### src/hdl/fm_mixer_cfg_pkg.sv
package fm_mixer_cfg_pkg;

    localparam int VOICES  = 4;                // voices in the engine
    localparam int V_OSC   = 4;                // oscillators per voice
    localparam int SLOTS   = VOICES * V_OSC;   // slots per frame

    localparam int AUDIO_W = 16;               // output audio width
    localparam int MOD_W   = 11;               // modulation word back to the oscillator
    localparam int ACC_W   = 24;               // frame accumulator, with headroom for 16 slots

    typedef logic [$clog2(VOICES)-1:0] voice_t;
    typedef logic [$clog2(V_OSC)-1:0]  osc_t;
    typedef logic [$clog2(SLOTS)-1:0]  slot_idx_t;   // voice in the high bits, osc in the low

    typedef logic signed [7:0]  env_t;       // envelope level times velocity
    typedef logic signed [16:0] sample_t;    // sine table output

    typedef logic signed [MOD_W-1:0]   mod_t;
    typedef logic signed [AUDIO_W-1:0] audio_t;
    typedef logic signed [ACC_W-1:0]   acc_t;

    // one oscillator slot as seen by both paths
    typedef struct packed {
        logic    valid;    // seen a slot_zero since reset
        logic    first;    // first slot of a frame
        voice_t  voice;
        osc_t    osc;
        env_t    env;
        sample_t sample;
    } slot_t;

endpackage
### src/hdl/slot_sequencer.sv
`timescale 1ns/100ps

module slot_sequencer
    import fm_mixer_cfg_pkg::*;
(
    input  logic    sCLK_XVXENVS,
    input  logic    rst_n,
    input  logic    slot_zero,     // first slot of a frame is on the inputs now
    input  env_t    env_level,
    input  sample_t osc_sample,
    output slot_t   cur_slot
);

    slot_idx_t cnt;        // index of the slot registered last cycle
    slot_idx_t idx;        // index of the slot on the inputs
    logic      started;

    always_comb begin
        if (slot_zero) begin
            idx = '0;
        end else if (cnt == slot_idx_t'(SLOTS - 1)) begin
            idx = '0;    // wrap
        end else begin
            idx = cnt + 1'b1;
        end
    end

    always_ff @(posedge sCLK_XVXENVS or negedge rst_n) begin
        if (!rst_n) begin
            cnt      <= '0;
            started  <= 1'b0;
            cur_slot <= '0;
        end else begin
            cnt     <= idx;
            started <= started | slot_zero;

            cur_slot.valid  <= started | slot_zero;
            cur_slot.first  <= slot_zero;
            cur_slot.voice  <= idx[$bits(slot_idx_t)-1:$bits(osc_t)];
            cur_slot.osc    <= idx[$bits(osc_t)-1:0];
            cur_slot.env    <= env_level;
            cur_slot.sample <= osc_sample;
        end
    end

endmodule

### config.mk
export PLATFORM = sky130hd
export DESIGN_NAME = slot_sequencer
export DESIGN_NICKNAME = d
export VERILOG_FILES = /design/src/hdl/fm_mixer_cfg_pkg.sv /design/src/hdl/slot_sequencer.sv
export SDC_FILE = /design/constraint.sdc
export NUM_CORES = 1
export LEC_CHECK = 0
export BUFFER_PORTS_ARGS = -buffer_cell sky130_fd_sc_hd__clkbuf_2
export CAP_MARGIN = 25
export CORE_MARGIN = 3
export CORE_UTILIZATION = 37
export CTS_BUF_LIST = sky130_fd_sc_hd__clkbuf_2
export DETAILED_ROUTE_END_ITERATION = 10
export PLACE_DENSITY = 0.87
export SLEW_MARGIN = 25
export SYNTH_ARGS = -nofsm -noshare
export SYNTH_HDL_FRONTEND = slang
export SYNTH_SLANG_ARGS = --single-unit
### constraint.sdc
create_clock -name sCLK_XVXENVS -period 1 [get_ports sCLK_XVXENVS]
set_input_delay 0 -clock sCLK_XVXENVS [delete_from_list [all_inputs] [get_ports sCLK_XVXENVS]]
set_output_delay 0 -clock sCLK_XVXENVS [all_outputs]
set_load 0.01 [all_outputs]
# Yosys cells after proc, flatten, opt, wreduce, memory -nomap -nowiden
# Index checks and enable logic that the tools add are counted.
[word_totals] output_inout_bits=31 inputBits=28 wordCells=12 register_bits=35
[op_classes] bitwise=1 eq_ne=1 n_addsub=1 muxes=2
[op_table] cell="$mux 4" count=2
[op_table] cell="$add 4x1->4 const B" count=1
[op_table] cell="$eq 4x4->1 const B" count=1
[op_table] cell="$or 1x1->1" count=1

# Longest topological paths before layout
[logic_depth] depth_word=3 ltp_mapped=4 mapped_depth_nobuf=4

# Least setup slack after synthesis
# OpenSTA, ideal clock, no wires.
[synth_path] path_type="reg-to-reg" startpoint="register cnt[0]" endpoint="register cnt[3]" t_arrival_ns=0.976 n_path_buf=0 synth_period_minus_slack_ns=1.054 path_stages_with_launch=5 setup_ns=0.077 slack_ns=-0.054 cell_sequence="dfrtp_1 > ha_1 > a21oi_2 > o21ai_1 > a21oi_1"
[synth_between] elab_chain_len=3 elab_cells_between_ends=4 classes_between="1 x add/sub; 1 x eq/ne; 2 x mux"
[synth_lines] element="start: declaration" line_no="slot_sequencer.sv:14" text="slot_idx_t cnt;"
[synth_lines] element="start signal: assignment" line_no="slot_sequencer.sv:34" text="cnt <= idx;"
[synth_lines] element="$add 4x1->4 or $eq 4x4->1 (tied branches)" line_no="slot_sequencer.sv:24, slot_sequencer.sv:21"
[synth_lines] element="$mux 4 *" line_no="slot_sequencer.sv:21" text="end else if (cnt == slot_idx_t'(SLOTS - 1)) begin"
[synth_lines] element="$mux 4 *" line_no="slot_sequencer.sv:19" text="if (slot_zero) begin"
[synth_lines] element="net idx[3]" line_no="slot_sequencer.sv:15" text="slot_idx_t idx;"
# Mark *: on every way through the listed nets, which the timed path passes. The rest lies on a longest branch.

# Worst setup path in the final report
# Ends and elaborated chain as after synthesis.

==> impl_metrics.env <==
export IMPL_synth_enable_flop_cells=0
export IMPL_drt_iter0_drc=4
export IMPL_antenna_found_initial=0
export IMPL_postRouteAntennaNets=0
export IMPL_placed_area_um2=1220
export IMPL_io_buffers=58
export IMPL_synth_cell_types=13
export IMPL_cp_start_kind="register"
export IMPL_avgSynthCellArea_um2=20.0
export IMPL_async_flop_share=1.00
export IMPL_ys_warn_count=0
export IMPL_clock_sinks=31
export IMPL_cts_buffers=5
export IMPL_die_area_um2=2940
export IMPL_worst_setup_path_type="register to register"
export IMPL_grt_ovfl_total=0
export IMPL_syn_num_nets=72
export IMPL_grt_max_degree=17
export IMPL_synth_cells=43
export IMPL_dp_hpwl_mm=1.52
export IMPL_crit_fanout=3
export IMPL_outcome="finished, violations left"
export IMPL_max_freq_mhz=955
export IMPL_grt_total_usage=0.212
export IMPL_setup_ws_ns=-0.0474
export IMPL_synth_seq_area_share=0.901
export IMPL_nets=167
export IMPL_synth_seq_cells=31
export IMPL_place_congestion=0.683
export IMPL_drt_wl_total_mm=2.57
export IMPL_drt_pass1_iter_count=5
export IMPL_timing_rr_start="cnt[0]"
export IMPL_rrSetupSlack_ns=-0.05
export IMPL_grt_pass1_wl_mm=3.97
export IMPL_synthTopCellsByArea="dfrtp_1 (90%), ha_1 (1.5%), a21oi_2 (1.0%)"
export IMPL_slew_violations=0
export IMPL_num_fill_cells=129
export IMPL_clk_latency_ns=0.34
export IMPL_cp_cell_sequence="ha_2 > a21oi_2 > o21ai_1 > a21oi_1"
export IMPL_cp_end_kind="register"
export IMPL_cts_tree="yes"
export IMPL_slowest_delay_ns=0.44
export IMPL_root_buffer="clkbuf_2"
export IMPL_worstPathRequired_ns=1.29
export IMPL_drcViolationCount=0
export IMPL_n_antenna_cell=0
export IMPL_dpl_worst_slack_ns=-0.00298
export IMPL_synth_main_ff_cell="dfrtp_1"
export IMPL_holdCritPathClass="input pin to async pin"
export IMPL_reg2reg_depth=4
export IMPL_clk_pin_slew_worst_paths_ns=0.15
export IMPL_dr_total_vias=727
export IMPL_worstReg2RegEnd="cnt[3]"
export IMPL_synth_top_cell_by_area="dfrtp_1"
export IMPL_synth_top_area_share=0.901
export IMPL_final_cell_area_um2=1570
export IMPL_fp_dieH_um=54.2
export IMPL_synth_area_um2=861
export IMPL_p_per_area_nw_per_um2=1450
export IMPL_cts_buffer_depth=2
export IMPL_post_route_min_period_ns=1.05
export IMPL_crit_buf_inv=0
export IMPL_cpMaxStageDelayCell="dfrtp_2"
export IMPL_violations="setup timing"
export IMPL_ioPinCount=59
export IMPL_relSlewSlack=0.718
export IMPL_crit_family="flip-flops"
export IMPL_start_util=0.413
export IMPL_fin_skew_ns=0.00189
export IMPL_register_area_um2=778
export IMPL_ctsHtreeMaxLevel=2
export IMPL_drt_wirelength_per_cell_um=15.5
export IMPL_irDropWorstVdd_mv=1.36
export IMPL_power_leakage_nw=0.802
export IMPL_core_area_um2=2080
export IMPL_die_w_um=54.2
export IMPL_via_per_inst=4.38
export IMPL_drive_above_1_share=0.540
export IMPL_multi_input_area_um2=76.3
export IMPL_cp_arrival_ns=1.33
export IMPL_num_rows=16
export IMPL_hold_viol=0
export IMPL_area_growth_pct=81.8
export IMPL_yosysMostFrequentCell="dfrtp_1"
export IMPL_rsz0062_at_grt="true"
export IMPL_cap_violations=0
export IMPL_finalSetupViolations=3
export IMPL_fin_crit_sh=1.05
export IMPL_tightest_slew_ns=0.423
export IMPL_grt_pass1_vias=812
[cell families (layout without fill, tap and decap cells)]
family / Yosys count / after routing / synth area share
AO/OA/AOI/OAI: 4 / 4 / 0.0320
buffers and inverters: 2 / 98 / 0.0131
flip-flops: 31 / 31 / 0.901
adder cells (fa/ha/maj): 1 / 1 / 0.0145
XOR/XNOR: 1 / 1 / 0.0102
AND/OR/NAND/NOR: 4 / 4 / 0.0291
[stage by stage]
step,hold WS (ns),setup TNS [ns],instances,utilization,total power (W)
finish,0.113,-0.0842,166,0.752,0.00227
global route,0.0889,-0.344,166,0.752,0.00240
CTS,0.0817,-0.159,165,0.741,0.00228
detailed placement,-0.0491,-0.00298,130,0.584,0.00159
global placement,-0.0567,0,130,0.584,0.00158
floorplan,-0.296,0,43,-,0.00142
[worst max path at each step]
| stage | endpoint | from | cells past startpoint |
|---|---|---|---|
| after global placement | cnt[3] | cnt[0] | 4 |
| after CTS | cur_slot[26] | cnt[1] | 2 |
| after floorplan | cnt[3] | cnt[0] | 4 |
| final | cnt[3] | cnt[0] | 4 |
| after detailed placement | cnt[3] | cnt[0] | 4 |
| after global routing | cur_slot[25] | cnt[0] | 2 |
[registers in the layout, indices dropped and copies added (netlist names)]
signal    cells
started       1
cnt           4
cur_slot     26
[worst reg2reg max path, cell delays in order (launching register included)]
cell     delay (ns)
dfrtp_2        0.44
ha_2           0.22
a21oi_2        0.12
o21ai_1        0.07
a21oi_1        0.14
[per-layer routing]
layer	share of wire	vias to the layer above	GRT usage
met4	0.035	0	0.129
met5	0	-	0
met2	0.61	34	0.398
met1	0.30	359	0.181
li1	-	326	-
met3	0.062	8	0.0845
[power breakdown]
| group | internal, W | switching (W) |
|---|---|---|
| clock network | 0.000191 | 0.000392 |
| registers | 0.00132 | 0.0000253 |
| logic | 0.000198 | 0.000144 |
[what timing repair did]
item | 4_1_cts | 5_1_grt
setup buffers | 0 | 1
setup endpoints to repair | 3 | 6
hold buffers | 27 | 0
endpoints found under the hold margin | 62 | 0
gates resized for setup | 3 | 6
pin swaps | 0 | 0
[placed cells by master, fill, tap and decap left out, drive strengths merged]
cell,n
clkbuf,62
dfrtp,31
dlygate4sd3,27
buf,7
a21oi,2
xnor2,1
nor2,1
nor2b,1
a311oi,1
or2,1
nand4b,1
inv,1
o21ai,1
ha,1
clkinv,1
[layout make-up]
class | instances | area share
inverter | 1 | 0.00240
clock inverter | 1 | 0.00320
clock buffer | 7 | 0.0224
multi-input combinational | 10 | 0.0488
tap | 27 | 0.0216
sequential | 31 | 0.497
timing repair buffer | 89 | 0.404
Note: power is estimated with default switching activity, not from simulation.
