===== src/hdl/fm_mixer_cfg_pkg.sv =====
package fm_mixer_cfg_pkg;

    localparam int VOICES  = 4;                // voices in the engine
    localparam int V_OSC   = 4;                // oscillators per voice
    localparam int SLOTS   = VOICES * V_OSC;   // slots per frame

    localparam int AUDIO_W = 16;               // output audio width
    localparam int MOD_W   = 11;               // modulation word back to the oscillator
    localparam int ACC_W   = 24;               // frame accumulator, with headroom for 16 slots

    typedef logic [$clog2(VOICES)-1:0] voice_t;
    typedef logic [$clog2(V_OSC)-1:0]  osc_t;
    typedef logic [$clog2(SLOTS)-1:0]  slot_idx_t;   // voice in the high bits, osc in the low

    typedef logic signed [7:0]  env_t;       // envelope level times velocity
    typedef logic signed [16:0] sample_t;    // sine table output

    typedef logic signed [MOD_W-1:0]   mod_t;
    typedef logic signed [AUDIO_W-1:0] audio_t;
    typedef logic signed [ACC_W-1:0]   acc_t;

    // one oscillator slot as seen by both paths
    typedef struct packed {
        logic    valid;    // seen a slot_zero since reset
        logic    first;    // first slot of a frame
        voice_t  voice;
        osc_t    osc;
        env_t    env;
        sample_t sample;
    } slot_t;

endpackage

===== src/hdl/fm_patch_pkg.sv =====
package fm_patch_pkg;

    import fm_mixer_cfg_pkg::*;

    typedef logic signed [7:0] coef_t;    // matrix coefficient, level, master
    typedef logic [7:0]        pan_t;     // 0 full left, 255 full right
    typedef logic [6:0]        adr_t;
    typedef logic [7:0]        reg_data_t;

    localparam int NAME_LEN = 16;         // patch name bytes

    // register map
    localparam adr_t ADR_MAT    = 7'h00;  // SLOTS entries, source * V_OSC + dest
    localparam adr_t ADR_LEVEL  = 7'h10;  // V_OSC entries
    localparam adr_t ADR_PAN    = 7'h14;  // V_OSC entries
    localparam adr_t ADR_MASTER = 7'h18;
    localparam adr_t ADR_NAME   = 7'h20;  // NAME_LEN bytes

    localparam coef_t MASTER_INIT = 8'sd127;

    localparam int MOD_SHIFT   = 13;      // matrix sum down to modulation range
    localparam int MIX_SHIFT   = 7;       // master volume stage
    localparam int SCALE_SHIFT = 7;       // after envelope and after level
    localparam int PAN_SHIFT   = 8;       // after pan weight

    typedef struct packed {
        coef_t [SLOTS-1:0] mat;
        coef_t [V_OSC-1:0] level;
        pan_t  [V_OSC-1:0] pan;
        coef_t             master;
    } patch_t;

endpackage


===== src/hdl/vol_mixer.sv =====
`timescale 1ns/100ps

module vol_mixer
    import fm_mixer_cfg_pkg::*;
    import fm_patch_pkg::*;
(
    input  logic   sCLK_XVXENVS,
    input  logic   rst_n,
    input  slot_t  cur_slot,
    input  patch_t patch,
    output audio_t lsound_out,
    output audio_t rsound_out,
    output logic   sound_valid    // one-cycle pulse per frame
);

    coef_t lvl;
    pan_t  pan;

    logic signed [$bits(sample_t)+$bits(env_t)-1:0]              env_prod;
    logic signed [$bits(env_prod)-SCALE_SHIFT+$bits(coef_t)-1:0] lvl_prod;

    acc_t contrib;           // scaled slot, before pan
    acc_t l_part;
    acc_t r_part;
    acc_t lacc;
    acc_t racc;
    logic frame_seen;        // a frame has been under accumulation

    // contribution times an unsigned pan weight
    function automatic acc_t pan_part(input acc_t c, input pan_t w);
        logic signed [ACC_W+$bits(pan_t):0] prod;
        prod = c * $signed({1'b0, w});
        return prod[ACC_W+PAN_SHIFT-1:PAN_SHIFT];
    endfunction

    // master volume then clip to the audio width
    function automatic audio_t master_out(input acc_t acc, input coef_t vol);
        logic signed [ACC_W+$bits(coef_t)-1:0]           prod;
        logic signed [ACC_W+$bits(coef_t)-MIX_SHIFT-1:0] scl;
        prod = acc * vol;
        scl  = prod[$bits(prod)-1:MIX_SHIFT];
        if (&scl[$bits(scl)-1:AUDIO_W-1] || ~|scl[$bits(scl)-1:AUDIO_W-1]) begin
            return scl[AUDIO_W-1:0];
        end
        return scl[$bits(scl)-1] ? {1'b1, {(AUDIO_W-1){1'b0}}} : {1'b0, {(AUDIO_W-1){1'b1}}};
    endfunction

    assign lvl = patch.level[cur_slot.osc];
    assign pan = patch.pan[cur_slot.osc];

    assign env_prod = cur_slot.sample * cur_slot.env;
    assign lvl_prod = $signed(env_prod[$bits(env_prod)-1:SCALE_SHIFT]) * lvl;
    assign contrib  = acc_t'($signed(lvl_prod[$bits(lvl_prod)-1:SCALE_SHIFT]));

    assign l_part = pan_part(contrib, ~pan);    // 255 - pan
    assign r_part = pan_part(contrib, pan);

    always_ff @(posedge sCLK_XVXENVS or negedge rst_n) begin
        if (!rst_n) begin
            lacc        <= '0;
            racc        <= '0;
            frame_seen  <= 1'b0;
            lsound_out  <= '0;
            rsound_out  <= '0;
            sound_valid <= 1'b0;
        end else begin
            sound_valid <= 1'b0;
            if (cur_slot.valid && cur_slot.first) begin
                if (frame_seen) begin    // nothing to emit on the very first frame start
                    lsound_out  <= master_out(lacc, patch.master);
                    rsound_out  <= master_out(racc, patch.master);
                    sound_valid <= 1'b1;
                end
                frame_seen <= 1'b1;
                lacc       <= l_part;    // restart with this slot
                racc       <= r_part;
            end else if (cur_slot.valid) begin
                lacc <= lacc + l_part;
                racc <= racc + r_part;
            end
        end
    end

endmodule


===== config.mk =====
export PLATFORM = sky130hd
export DESIGN_NAME = vol_mixer
export DESIGN_NICKNAME = d
export VERILOG_FILES = /design/src/hdl/fm_mixer_cfg_pkg.sv /design/src/hdl/fm_patch_pkg.sv /design/src/hdl/vol_mixer.sv
export SDC_FILE = /design/constraint.sdc
export NUM_CORES = 2
export LEC_CHECK = 0
export ABC_AREA = 1
export BUFFER_PORTS_ARGS = -buffer_cell sky130_fd_sc_hd__buf_2
export CORE_ASPECT_RATIO = 1.4
export CORE_MARGIN = 8
export CORE_UTILIZATION = 50
export CTS_CLUSTER_SIZE = 30
export DETAILED_ROUTE_END_ITERATION = 10
export GPL_TIMING_DRIVEN = 0
export MAX_ROUTING_LAYER = met4
export PLACE_DENSITY = 0.68
export SLEW_MARGIN = 30
export SYNTH_ARGS = -nofsm -noshare
export SYNTH_HDL_FRONTEND = slang
export SYNTH_SLANG_ARGS = --single-unit

===== constraint.sdc =====
create_clock -name sCLK_XVXENVS -period 8 [get_ports sCLK_XVXENVS]
set_clock_uncertainty 0.2 [all_clocks]
set_input_delay 1.2 -clock sCLK_XVXENVS [delete_from_list [all_inputs] [get_ports sCLK_XVXENVS]]
set_output_delay 1.2 -clock sCLK_XVXENVS [all_outputs]
set_load 0.01 [all_outputs]

# ---- Yosys cells after proc, flatten, opt, wreduce, memory -nomap -nowiden
# Index checks and enable logic that the tools add are counted.
dict set report totals {
  reg_bits 82
  input_bits 233
  output_inout_bits 33
  word_cells 49
}
dict set report classes {
  n_addsub 2
  multipliers 6
  magnitude_cmp 1
  n_mux 22
  n_bitwise 1
  reduce_logical 11
}
# op n
set op_table {}
lappend op_table {{$mux W16} 6}
lappend op_table {{$mux W24} 4}
lappend op_table {{$mul A24 B8 Y32} 2}
lappend op_table {{$mul A19 B9 Y28} 2}
lappend op_table {{$add A24 B20 Y24} 2}
lappend op_table {{$bmux W8 S2} 2}
lappend op_table {{$mul A18 B8 Y26} 1}
lappend op_table {{$mul A17 B8 Y25} 1}
lappend op_table {{$reduce_and A10 Y1} 2}
lappend op_table {{$reduce_or A10 Y1} 2}
lappend op_table {{$mux W8} 2}
lappend op_table {{$mux W1} 8}
lappend op_table {{$not A8 Y8} 1}
lappend op_table {{$lt A2 B3 Y1 const B} 1}
lappend op_table {{$logic_not A1 Y1} 2}
lappend op_table {{$logic_or A1 B1 Y1} 2}
lappend op_table {{$reduce_and A2 Y1} 1}
lappend op_table {{$reduce_bool A2 Y1} 1}
lappend op_table {{$logic_and A1 B1 Y1} 1}

# ---- Logic depth before layout (Yosys ltp)
dict set report depth {
  ltp_word 8
  ltp_mapped 88
  mapped_depth_nobuf 86
}

# ---- Least setup slack after synthesis
# OpenSTA, ideal clock, no wires.
dict set report synth_timing {
  kind {input -> register}
  from {input cur_slot[19] (netlist bit)}
  to {register lacc[22]}
  setup_ps 128
  t_arrival_ps 14281
  required_time_ps 7672
  slack_ps -6609
  path_stages 63
  n_path_buf 3
  path_cell_list {clkbuf_1 -> clkbuf_1 -> nand2_1 -> fa_1 -> fa_1 -> inv_1 -> fa_1 -> inv_1 -> fa_1 -> inv_1 -> ha_1 -> inv_1 -> nor3_1 -> nand2_1 -> o211ai_2 -> a21oi_1 -> o21ai_2 -> nand4_1 -> [... 27 more ...] -> a21oi_1 -> inv_1 -> a21oi_1 -> nor3_1 -> nor4_1 -> o31ai_2 -> nand2_1 -> nand3_1 -> and2_1 -> ha_1 -> nand2_1 -> nor4_1 -> nand4_1 -> nand3_1 -> a31oi_1 -> or2_2 -> nand3_1 -> nand3_1}
}
dict set report synth_via {
  elab_chain_len 6
}
# item line_no
set synth_rtl {}
lappend synth_rtl {{start: declaration} vol_mixer.sv:9} ;# input slot_t cur_slot,
lappend synth_rtl {{$mul A17 B8 Y25 (*)} vol_mixer.sv:51} ;# assign env_prod = cur_slot.sample * cur_slot.env;
lappend synth_rtl {{$mul A18 B8 Y26 (*)} vol_mixer.sv:52} ;# assign lvl_prod = $signed(env_prod[$bits(env_prod)-1:SCALE_SHIFT]) * lvl;
lappend synth_rtl {{$mul A19 B9 Y28 (*)} vol_mixer.sv:32} ;# prod = c * $signed({1'b0, w});
lappend synth_rtl {{$add A24 B20 Y24} vol_mixer.sv:78} ;# lacc <= lacc + l_part;
lappend synth_rtl {{$mux W24} vol_mixer.sv:77} ;# end else if (cur_slot.valid) begin
lappend synth_rtl {{$mux W24 (*)} vol_mixer.sv:68} ;# if (cur_slot.valid && cur_slot.first) begin
lappend synth_rtl {{end signal: assignment} vol_mixer.sv:75} ;# lacc <= l_part;
lappend synth_rtl {{end signal: assignment} vol_mixer.sv:78}
lappend synth_rtl {{end: declaration} vol_mixer.sv:25} ;# acc_t lacc;
# Every way passes the cells marked *; elsewhere a longest branch is shown, timed or not. The select of a mux whose other input is x is not followed.
# A chain may end at the register's enable or synchronous reset.

# ---- Worst setup path in the final report
dict set report layout_timing {
  from {input cur_slot[22] (netlist bit)}
  to {register racc[23]}
}
dict set report layout_via {
  elab_chain_len 6
}
# item line_no
set layout_rtl {}
lappend layout_rtl {{$mul A17 B8 Y25 (*)} vol_mixer.sv:51}
lappend layout_rtl {{$mul A18 B8 Y26 (*)} vol_mixer.sv:52}
lappend layout_rtl {{$mul A19 B9 Y28 (*)} vol_mixer.sv:32}
lappend layout_rtl {{$add A24 B20 Y24} vol_mixer.sv:79} ;# racc <= racc + r_part;
lappend layout_rtl {{$mux W24} vol_mixer.sv:77}
lappend layout_rtl {{$mux W24 (*)} vol_mixer.sv:68}
lappend layout_rtl {{end signal: assignment} vol_mixer.sv:76} ;# racc <= r_part;
lappend layout_rtl {{end signal: assignment} vol_mixer.sv:79}
lappend layout_rtl {{end: declaration} vol_mixer.sv:26} ;# acc_t racc;
# Marks and branches as above.

==> reports/metrics.csv <==
metric,value,unit
"Slowest-stage cell, CP",fa_1,
hold bufs inserted after CTS,0,
RSZ-0062 raised after global routing,yes,
final wirelength,135000,µm
GR Overflow Total,0,
crit share post-route,1.85,
most common cell in the netlist,inv_1,
synthesized cell area,41900,µm²
detailed-router iteration count before antenna repair,6,
maximum clock rate,67.5,MHz
Area growth syn-to-layout,21.7,%
DP HPWL,107000,µm
largest net degree at the start of global routing,50,
Vias,38500,
failing checks,negative setup slack,
DR WL met3,5860,µm
Yosys top cell area share,0.359,
cells after synthesis,5820,
CTS root buf,clkbuf_16,
async set or reset register ratio after synthesis,1.00,
placed instance area,44600,µm²
max layer used,met4,
sequential share of the synthesized area,0.0489,
run status,"finished, violations left",
Slew headroom,0.241,
met1 WL,45200,µm
Setup TNS Final,-289.37,ns
synth cell count leaders,"inv_1, nand2_1, fa_1",
Yosys reg bits,82,
Initial Util,0.505,
CTS Buf Count,9,
Max Slew Vio Count,0,
Worst EP required,8.10,ns
met2 routed WL,71100,µm
Layout Nets,7581,
Worst Setup Start Kind,primary input,
antenna violations before repair,1,
"Avg Cell Area, Syn",7.20,µm²
Synth Flop Type,dfrtp_1,
Tot GR Track Use,0.292,
CTS tree,yes,
Die X,261,µm
H-tree depth,3,
ratio of cells with drive above 1 in the final layout,0.209,
Final ANT Viol Nets,0,
PnR worst setup slack,-6.81,ns
clock sinks,82,
crit-path most repeated cell,fa_1,
post-route minimum period,14.81,ns
CP endpoint kind,register,
drt drc,0,
first-pass GRT wire length,208000,µm
vias per cell,5.27,
Crit Reg-Reg Endpoint,lsound_out[8],
hold path startpoint,frame_seen,
Yosys warnings,0,
pre-CTS setup slack,-8.70,ns
Syn Nets,7181,
Post-synth EDFFs,0,
vias in the first global route,40600,
final instance area,51000,µm²
Core ar.,83000,µm²
Reg2Reg Depth,28,
CP peak stage delay,0.57,ns
routed len/inst,18.5,µm
# setup viols final,48,
critical path arrival,14.92,ns
Routability Congestion,0.968,
"Clk pin slew, worst setup/hold paths",0.07,ns
num rows,125,
Worst Hold Class,register to register,
port bufs,106,
top post-synthesis cells by area,"fa_1, inv_1, nand2_1",
# IOs,266,
"area leader, netlist",fa_1,
Worst Setup Path Type,primary input to register,
worst hold stages,2,
Max-Cap Viols,0,
DIE HEIGHT,359,µm
final hold vios,0,
RR Startpoint,lacc[23],
post-synthesis cell type count,64,
number of DRC violations after detailed-routing iteration 0,2166,
clock latency on the worst-skew pair,0.42,ns
Crit Path Max Fanout,6,
actual slew at the worst max-slew pin,1.14,ns
r2r setup slk,2.12,ns
Hold Path Sink,frame_seen,
die area,93500,µm²
clock buffer depth,2,
[flip-flops by register name (all words and copies together), names as in the netlist]
| register | flops |
|---|---|
| frame_seen | 1 |
| lsound_out | 16 |
| lacc | 24 |
| rsound_out | 16 |
| sound_valid | 1 |
| racc | 24 |
[final cells by class]
class | count | area, µm²
multi-input combinational | 3952 | 37100
fill | 7230 | 32000
inverter | 1601 | 6090
timing repair buffer | 388 | 3000
sequential | 82 | 2050
tap | 1079 | 1350
buffer | 185 | 1070
clock buffer | 11 | 253
clock inverter | 5 | 82.6
timing repair inverter | 1 | 6.26
antenna | 2 | 5.00
[worst max-delay path: cells and delay by family]
kind / cells / cell delay (ns)
compound gates: 6 / 0.98
xor+xnor: 1 / 0.18
fa+ha+maj: 16 / 7.40
buf+inv: 12 / 1.11
simple gates: 32 / 4.01
[stage by stage]
step	hold WS, ns	utilization	std cells
floorplan	0.223	-	5820
global placement	0.234	0.536	7005
detailed placement	0.250	0.537	7009
CTS	0.268	0.593	7226
global route	0.297	0.614	7305
finish	0.267	0.615	7306
[how the worst max path moves through the flow]
stage / startpoint / end / slack [ns] / depth (start not counted)
3_3_place_gp: cur_slot[24] / lacc[22] / -8.57 / 62
4_1_cts: cur_slot[24] / racc[23] / -6.51 / 78
3_5_place_dp: cur_slot[24] / lacc[22] / -8.70 / 60
6_report: cur_slot[22] / racc[23] / -6.81 / 67
5_1_grt: cur_slot[19] / racc[23] / -7.29 / 71
2_1_floorplan: cur_slot[18] / racc[22] / -5.97 / 75
[repair_timing]
| item | in CTS | in global routing |
|---|---|---|
| endpoints found under the setup margin | 48 | 48 |
| pin swaps | 273 | 240 |
| gates cloned | 3 | 2 |
| resized for setup | 587 | 296 |
| setup buffers | 200 | 79 |
[layer usage]
layer | track usage | vias up
li1 | - | 17800
met1 | 0.274 | 18700
met2 | 0.538 | 1351
met3 | 0.0341 | 629
met4 | 0.225 | 0
met5 | - | -
[placed cells by master, fill, tap and decap left out, drive strengths merged, types with 3 or more instances in the layout]
cell      count
nand3b       10
o21a         10
o21bai       18
nand3       168
clkinv       13
nor3b         3
nor2        496
a221oi        3
fa          753
xnor2        54
nand4        30
clkbuf      159
inv        1588
a21boi       21
a21o         26
and2         11
xor2         86
o211ai       24
o221ai        5
buf         425
nor3         30
a211oi        5
nand2      1345
a32oi        12
a31oi        10
or2          95
o22ai         4
dfrtp        82
ha          375
o21ai       120
clkinvlp      4
nor4         13
a21oi       217
[cell families after synthesis]
group,after synthesis,synth area share
XOR/XNOR,140,0.0301
buffers and inverters,1788,0.162
adder cells (fa/ha/maj),1128,0.471
flip-flops,82,0.0489
AO/OA/AOI/OAI,482,0.0696
AND/OR/NAND/NOR,2200,0.218
Power is not shown: default switching activity piles up to over one toggle a cycle in this logic, so the estimate is an artifact.
