`config.mk`:
```
export PLATFORM = sky130hd
export DESIGN_NAME = mod_matrix
export DESIGN_NICKNAME = d
export VERILOG_FILES = /design/src/hdl/fm_mixer_cfg_pkg.sv /design/src/hdl/fm_patch_pkg.sv /design/src/hdl/mod_matrix.sv
export SDC_FILE = /design/constraint.sdc
export NUM_CORES = 2
export LEC_CHECK = 0
export BUFFER_PORTS_ARGS = -buffer_cell sky130_fd_sc_hd__buf_2
export CORE_ASPECT_RATIO = 2
export CORE_MARGIN = 10
export CORE_UTILIZATION = 30
export CTS_BUF_LIST = sky130_fd_sc_hd__clkbuf_4 sky130_fd_sc_hd__clkbuf_8 sky130_fd_sc_hd__clkbuf_16
export DETAILED_ROUTE_END_ITERATION = 10
export SLEW_MARGIN = 20
export SYNTH_ARGS = -nofsm -noshare
export SYNTH_HDL_FRONTEND = slang
export SYNTH_SLANG_ARGS = --single-unit
```
`constraint.sdc`:
```
create_clock -name sCLK_XVXENVS -period 8.3 [get_ports sCLK_XVXENVS]
set_clock_uncertainty 0.2 [all_clocks]
set_input_delay 0.83 -clock sCLK_XVXENVS [delete_from_list [all_inputs] [get_ports sCLK_XVXENVS]]
set_output_delay 0.83 -clock sCLK_XVXENVS [all_outputs]
set_load 0.05 [all_outputs]
```
`src/hdl/fm_mixer_cfg_pkg.sv`:
```
package fm_mixer_cfg_pkg;

    localparam int VOICES  = 4;                // voices in the engine
    localparam int V_OSC   = 4;                // oscillators per voice
    localparam int SLOTS   = VOICES * V_OSC;   // slots per frame

    localparam int AUDIO_W = 16;               // output audio width
    localparam int MOD_W   = 11;               // modulation word back to the oscillator
    localparam int ACC_W   = 24;               // frame accumulator, with headroom for 16 slots

    typedef logic [$clog2(VOICES)-1:0] voice_t;
    typedef logic [$clog2(V_OSC)-1:0]  osc_t;
    typedef logic [$clog2(SLOTS)-1:0]  slot_idx_t;   // voice in the high bits, osc in the low

    typedef logic signed [7:0]  env_t;       // envelope level times velocity
    typedef logic signed [16:0] sample_t;    // sine table output

    typedef logic signed [MOD_W-1:0]   mod_t;
    typedef logic signed [AUDIO_W-1:0] audio_t;
    typedef logic signed [ACC_W-1:0]   acc_t;

    // one oscillator slot as seen by both paths
    typedef struct packed {
        logic    valid;    // seen a slot_zero since reset
        logic    first;    // first slot of a frame
        voice_t  voice;
        osc_t    osc;
        env_t    env;
        sample_t sample;
    } slot_t;

endpackage
```
`src/hdl/fm_patch_pkg.sv`:
```
package fm_patch_pkg;

    import fm_mixer_cfg_pkg::*;

    typedef logic signed [7:0] coef_t;    // matrix coefficient, level, master
    typedef logic [7:0]        pan_t;     // 0 full left, 255 full right
    typedef logic [6:0]        adr_t;
    typedef logic [7:0]        reg_data_t;

    localparam int NAME_LEN = 16;         // patch name bytes

    // register map
    localparam adr_t ADR_MAT    = 7'h00;  // SLOTS entries, source * V_OSC + dest
    localparam adr_t ADR_LEVEL  = 7'h10;  // V_OSC entries
    localparam adr_t ADR_PAN    = 7'h14;  // V_OSC entries
    localparam adr_t ADR_MASTER = 7'h18;
    localparam adr_t ADR_NAME   = 7'h20;  // NAME_LEN bytes

    localparam coef_t MASTER_INIT = 8'sd127;

    localparam int MOD_SHIFT   = 13;      // matrix sum down to modulation range
    localparam int MIX_SHIFT   = 7;       // master volume stage
    localparam int SCALE_SHIFT = 7;       // after envelope and after level
    localparam int PAN_SHIFT   = 8;       // after pan weight

    typedef struct packed {
        coef_t [SLOTS-1:0] mat;
        coef_t [V_OSC-1:0] level;
        pan_t  [V_OSC-1:0] pan;
        coef_t             master;
    } patch_t;

endpackage

```
`src/hdl/mod_matrix.sv`:
```
`timescale 1ns/100ps

module mod_matrix
    import fm_mixer_cfg_pkg::*;
    import fm_patch_pkg::*;
(
    input  logic   sCLK_XVXENVS,
    input  logic   rst_n,
    input  slot_t  cur_slot,
    input  patch_t patch,
    output mod_t   modulation
);

    // latest sample of every oscillator, one row per voice
    sample_t mem [VOICES][V_OSC];

    logic signed [$bits(coef_t)+$bits(sample_t)+$clog2(V_OSC)-1:0] mod_sum;
    logic signed [$bits(mod_sum)-MOD_SHIFT-1:0]                     mod_scl;
    mod_t                                                           mod_sat;

    // weighted sum over the sources of this voice into the slot's oscillator
    always_comb begin
        mod_sum = '0;
        for (int s = 0; s < V_OSC; s++) begin
            mod_sum = mod_sum
                + coef_t'(patch.mat[s * V_OSC + int'(cur_slot.osc)])
                * mem[cur_slot.voice][s];    // read before this slot's write
        end
    end

    assign mod_scl = mod_sum[$bits(mod_sum)-1:MOD_SHIFT];

    always_comb begin
        if (&mod_scl[$bits(mod_scl)-1:MOD_W-1] || ~|mod_scl[$bits(mod_scl)-1:MOD_W-1]) begin
            mod_sat = mod_scl[MOD_W-1:0];
        end else if (mod_scl[$bits(mod_scl)-1]) begin
            mod_sat = {1'b1, {(MOD_W-1){1'b0}}};    // clip negative
        end else begin
            mod_sat = {1'b0, {(MOD_W-1){1'b1}}};    // clip positive
        end
    end

    always_ff @(posedge sCLK_XVXENVS or negedge rst_n) begin
        if (!rst_n) begin
            for (int v = 0; v < VOICES; v++) begin
                for (int o = 0; o < V_OSC; o++) begin
                    mem[v][o] <= '0;
                end
            end
        end else if (cur_slot.valid) begin
            mem[cur_slot.voice][cur_slot.osc] <= cur_slot.sample;
        end
    end

    // two cycles after the slot's inputs
    always_ff @(posedge sCLK_XVXENVS or negedge rst_n) begin
        if (!rst_n) begin
            modulation <= '0;
        end else begin
            modulation <= cur_slot.valid ? mod_sat : '0;
        end
    end

endmodule

```
* Yosys cells after proc, flatten, opt, wreduce, memory -nomap -nowiden
Cells that the tools add are included.
** Cells by class
- Add/sub/neg operators :: 6
- Order comparisons :: 8
- Muxes and demuxes :: 22
- Multipliers :: 4
- Reductions and logical operators :: 6
- Bitwise gates (word level) :: 2
** Operator list (number)
- $bwmux W272 :: 1
- $mux W68 :: 3
- $bmux W68 S2 :: 1
- $demux W68 S2 :: 1
- $mul A8 B17 Y25 :: 4
- $bmux W8 S4 :: 3
- $mux W8 :: 7
- $demux W17 S2 :: 1
- $mux W11 :: 3
- $add A26 B25 Y27 :: 1
- $add A27 B25 Y27 :: 1
- $add A25 B25 Y26 :: 1
- $mux W17 :: 1
- $bmux W8 S2 :: 1
- $add A4 B2 Y5 const A :: 2
- $lt A5 B5 Y1 const B :: 2
- $ge A3 B3 Y1 const B :: 2
- $lt A3 B1 Y1 const B :: 2
- $not A2 Y3 :: 2
- $lt A2 B5 Y1 const B :: 1
- $lt A4 B5 Y1 const B :: 1
- $add A3 B2 Y4 const A :: 1
- $reduce_and A4 Y1 :: 1
- $reduce_or A4 Y1 :: 1
- other kinds (3) :: 4
** Word-level totals
- Input port bits :: 233
- Logic and storage cells :: 65
- Register bits :: 283
- Output and inout bits :: 11

* Depth between registers and ports, before layout
- Depth after elaboration :: 13
- Gate-level depth with buffers :: 31
- Depth with buffers taken out :: 28

* Least setup slack after synthesis
OpenSTA, ideal clock, no wires.
- Path kind :: input port to flip-flop
- Start :: in cur_slot[27] (netlist name)
- End :: reg modulation[0]
- Required time :: 7.999 ns
- Buffers on the path :: 4
- Arrival :: 9.432 ns
- Setup time :: 0.101 ns
- Path slack :: -1.433 ns
- Cell stages on the path :: 28
- Cells stage by stage :: clkbuf_1 -> buf_2 -> buf_1 -> mux4_2 -> nand2_1 -> inv_1 -> fa_1 -> fa_1 -> inv_1 -> fa_1 -> fa_1 -> fa_1 -> inv_1 -> fa_1 -> inv_1 -> fa_1 -> fa_1 -> inv_1 -> ha_1 -> clkbuf_1 -> nand4_1 -> a31oi_1 -> mux2_2 -> a311oi_1 -> o211ai_1 -> nor4_4 -> a32oi_4 -> nor4_1
** Between the ends
- Word-level cells in the longest chain between the ends :: 13
- Elaborated cells between the ends (all ways) :: 18
- Those cells by class :: 3 x add/sub; 4 x mul; 6 x mux; 1 x bitwise; 4 x reduce/logical
** Ends and longest elaborated chain
- start, declared :: RTL line mod_matrix.sv:9 : input slot_t cur_slot,
- $not A2 Y3 (not written as such) (*) :: RTL line mod_matrix.sv:27 : * mem[cur_slot.voice][s];
- $bmux W68 S2 (*) :: RTL line mod_matrix.sv:27
- $mux W68 (not written as such) (*) (2 in a row) :: RTL line mod_matrix.sv:27
- $mul A8 B17 Y25 :: RTL line mod_matrix.sv:27
- $add A25 B25 Y26 :: RTL line mod_matrix.sv:26 : + coef_t'(patch.mat[s * V_OSC + int'(cur_slot.osc)])
- $add A26 B25 Y27 :: RTL line mod_matrix.sv:26
- $add A27 B25 Y27 (*) :: RTL line mod_matrix.sv:26
- $reduce_or A4 Y1 :: RTL line mod_matrix.sv:34 : if (&mod_scl[$bits(mod_scl)-1:MOD_W-1] || ~|mod_scl[$bits(mod_scl)-1:MOD_W-1]) begin
- $logic_not A1 Y1 :: RTL line mod_matrix.sv:34
- $logic_or A1 B1 Y1 :: RTL line mod_matrix.sv:34
- $mux W11 (*) :: RTL line mod_matrix.sv:34
- $mux W11 (*) :: RTL line mod_matrix.sv:60 : modulation <= cur_slot.valid ? mod_sat : '0;
- end signal, assigned :: RTL line mod_matrix.sv:60
- end, declared :: RTL line mod_matrix.sv:11 : output mod_t modulation
Every way passes the cells marked *; elsewhere a longest branch is shown, timed or not. The select of a mux whose other input is x is not followed.
A chain may end at the register's enable or synchronous reset.

* Worst setup path in the final report
- Start :: in cur_slot[25] (netlist name)
- End :: reg modulation[2]
** Between the ends
- Word-level cells in the longest chain between the ends :: 13
- Elaborated cells between the ends (all ways) :: 28
- Those cells by class :: 6 x add/sub; 4 x mul; 14 x mux; 4 x reduce/logical
** Ends and longest elaborated chain (RTL line)
- $add A3 B2 Y4 :: mod_matrix.sv:26
- $bmux W8 S4 :: mod_matrix.sv:26
- $mux W8 (not written as such) (2 in a row) :: mod_matrix.sv:26
- $mul A8 B17 Y25 :: mod_matrix.sv:27
- $add A25 B25 Y26 :: mod_matrix.sv:26
- $add A26 B25 Y27 :: mod_matrix.sv:26
- $add A27 B25 Y27 (*) :: mod_matrix.sv:26
- $reduce_or A4 Y1 :: mod_matrix.sv:34
- $logic_not A1 Y1 :: mod_matrix.sv:34
- $logic_or A1 B1 Y1 :: mod_matrix.sv:34
- $mux W11 (*) :: mod_matrix.sv:34
- $mux W11 (*) :: mod_matrix.sv:60
Marked as above.

==> metrics.md <==
| Metric | Value |
|---|---|
| Status | `finished with violations` |
| Failing checks | `setup timing` |
| ANT nets after route | `0` |
| Maxcap violations | `0` |
| Reg2Reg Capture Point | `modulation[7]` |
| Via density per instance | `4.75` |
| First-pass GRT wire length | `149 mm` |
| Netlist cell types | `59` |
| Die H | `486 um` |
| Critical path data required time | `8.53 ns` |
| Mapped cell area | `0.0326 mm^2` |
| DRC violations left | `0` |
| Max Freq | `116 MHz` |
| Post-Route WL | `101 mm` |
| Vias | `22600` |
| Setup ws final | `-0.299 ns` |
| Mean area per synthesized cell | `11.4 um^2` |
| Setup crit end | `modulation[2]` |
| Final Hold Viols | `0` |
| Hold Slack | `0.0376 ns` |
| DP Worst Slack | `-1.09 ns` |
| I/O Buffers | `162` |
| Layout Nets | `4297` |
| CP Launch Type | `input pin` |
| Core Area | `0.108 mm^2` |
| Crit path max fanout | `6` |
| Setup TNS after final layout | `-2.78 ns` |
| Share of the synthesized area in the top cell type | `36.0%` |
| CP peak stage delay | `0.55 ns` |
| Latest clock arrival within the worst-skew pair | `0.60 ns` |
| Die area | `0.123 mm^2` |
| Met2 WL | `58.0 mm` |
| Sequential area share after synthesis | `21.7%` |
| DR iter-0 viols | `762` |
| Hold crit path type | `in -> async` |
| Slew headroom | `29.3%` |
| TritonCTS clock tree | `yes` |
| Ys Warns | `0` |
| Layout Area Growth over Synthesis | `24.0%` |
| Clk sink count | `283` |
| CTS Root Cell | `clkbuf_16` |
| Synth cell count leaders | `641 x inv_1, 587 x fa_1, 283 x dfrtp_1, 276 x mux2_2, 270 x nand2_1` |
| Cell mode on critical path | `fa_1` |
| Critical Path Sink Type | `flip-flop` |
| Crit. Startpoint | `cur_slot[25]` |
| CP delay by family, top | `adder cells` |
| Final Cycle Share | `104%` |
| EDFF count, synth | `0` |
| Synth area leaders | `fa_1 36%, dfrtp_1 22%, mux2_2 9.5%` |
| Largest net degree at the start of global routing | `160` |
| Max-slew violation count | `0` |
| Fin crit period | `8.60 ns` |
| Num ports | `244` |
| H-tree depth | `1` |
| CTS Buffer Depth | `3` |
| Routed WL per cell | `21.2 um` |
| Async S/R FF share, synth | `100%` |
| RSZ-0062 raised after global routing | `yes` |
| Starting Density | `30.1%` |
| Number of global-route vias before repair | `26300` |
| Top sig layer | `met5` |
| DR pass1 iterations | `6` |
| Clk slew on worst S/H paths | `0.07 ns` |
| Worst reg2reg startpoint | `mem[22]` |
| Post-Synthesis Cells | `2869` |
| CTS Buf Count | `25` |
| Worst EP arrival | `8.83 ns` |
| WP depth | `30` |
| Worst R2R Path Depth | `26` |
| Die X-Extent | `253 um` |
| Met1 Wirelength | `31.3 mm` |
| FF+latch count, synth | `283` |
| Global Route Usage Sum | `16.1%` |
| Syn Nets | `3809` |
| Initial antenna violation count | `11` |
| Remaining global-route overflow | `0` |
| Share of cells above drive strength 1 | `34.2%` |
| Leading cell type by number of instances after synthesis | `inv_1` |
| Hpwl dp | `82.8 mm` |
| Synth area leader | `fa_1` |
| Buffer and inverter count on the worst path | `11` |
| Final setup viols | `11` |
| Met3 WL | `2.63 mm` |
| Worst Tran Pin Value | `1.06 ns` |
| CP Class | `in -> reg` |
| R2R Setup Slk | `0.05 ns` |
| CP max-delay cell | `fa_1` |
| Most common flop cell mapped by yosys | `dfrtp_1` |
| # rows | `171` |
| Placer Congestion | `0.911` |
-- per-stage QoR --
step | cell area [um^2] | utilization (%) | instances
after detailed placement | 37800 | 34.9 | 4624
after floorplan | 33000 | - | 2869
after CTS | 39700 | 36.6 | 4725
final | 40500 | 37.4 | 4761
after global routing | 40500 | 37.4 | 4760
after global placement | 37800 | 34.9 | 4624
-- worst register-to-register path, stage by stage (launching register included) --
cell and delay (ns):
dfrtp_1 0.38, mux4_2 0.63, buf_4 0.23, and2_1 0.19, fa_1 0.51, inv_1 0.05
fa_1 0.48, inv_1 0.05, fa_1 0.48, fa_1 0.53, fa_2 0.55, fa_2 0.44
fa_1 0.51, inv_1 0.05, fa_1 0.54, inv_2 0.06, ha_4 0.27, buf_4 0.11
and3_4 0.20, and4_4 0.25, o2111ai_2 0.12, a31o_2 0.26, and3_2 0.24, nor4_4 0.32
a32oi_4 0.19, clkbuf_16 0.20, nor4_1 0.18
-- metal layers --
metal	up-vias	track usage, %
li1	9832	-
met1	11900	14.3
met2	513	32.9
met3	332	1.48
met4	14	10.6
met5	-	0
-- cell families after synthesis --
logic type / count (synthesis) / synth area share, %
AOI/OAI and AO/OA: 96 / 2.22
xor gates and xnor gates: 25 / 0.671
adders and majority gates: 707 / 40.6
buffers and inverters: 750 / 8.67
DFF: 283 / 21.7
muxes: 376 / 16.3
and+or+nand+nor: 632 / 9.83
-- layout by cell type (no fill, tap or decap), types with 16 or more instances in the layout --
| cell type | count |
|---|---|
| dfrtp_1 | 283 |
| fa_2 | 22 |
| buf_6 | 21 |
| mux2_2 | 275 |
| inv_2 | 23 |
| buf_4 | 313 |
| buf_2 | 158 |
| nand2b_1 | 33 |
| nand2_1 | 260 |
| clkbuf_16 | 34 |
| and2_4 | 16 |
| inv_1 | 617 |
| fa_1 | 565 |
| and2_1 | 209 |
| mux4_2 | 97 |
| xnor2_1 | 22 |
| nor2_1 | 44 |
| buf_12 | 59 |
| ha_1 | 103 |
-- worst min path at each step --
stage	to	slack, ns	cells past startpoint
after floorplan	mem[101]	0.27	1
after global placement	mem[121]	0.28	1
after detailed placement	mem[101]	0.29	1
after CTS	mem[181]	0.07	1
after global routing	mem[181]	0.10	1
final	mem[28]	0.04	1
-- flip-flops by register name, summed over array words and instances (netlist names) --
register / flops
mem: 272
modulation: 11
-- area by class of cell --
cell class	count	area (um^2)
Antenna cell	3	7.51
Clock buffer	35	732
Clock inverter	9	91.3
Fill cell	10600	67800
Inverter	641	2410
Multi-Input combinational cell	1836	23400
Sequential cell	283	7080
Tap cell	1384	1730
Timing Repair Buffer	570	5010
-- what timing repair did --
action	in CTS	in global routing
resized for setup	79	91
setup buffers	51	25
gates cloned	6	8
hold buffers	0	0
pin swaps	55	67
setup endpoints to repair	11	11
Power is not shown: default switching activity piles up to over one toggle a cycle in this logic, so the estimate is an artifact.
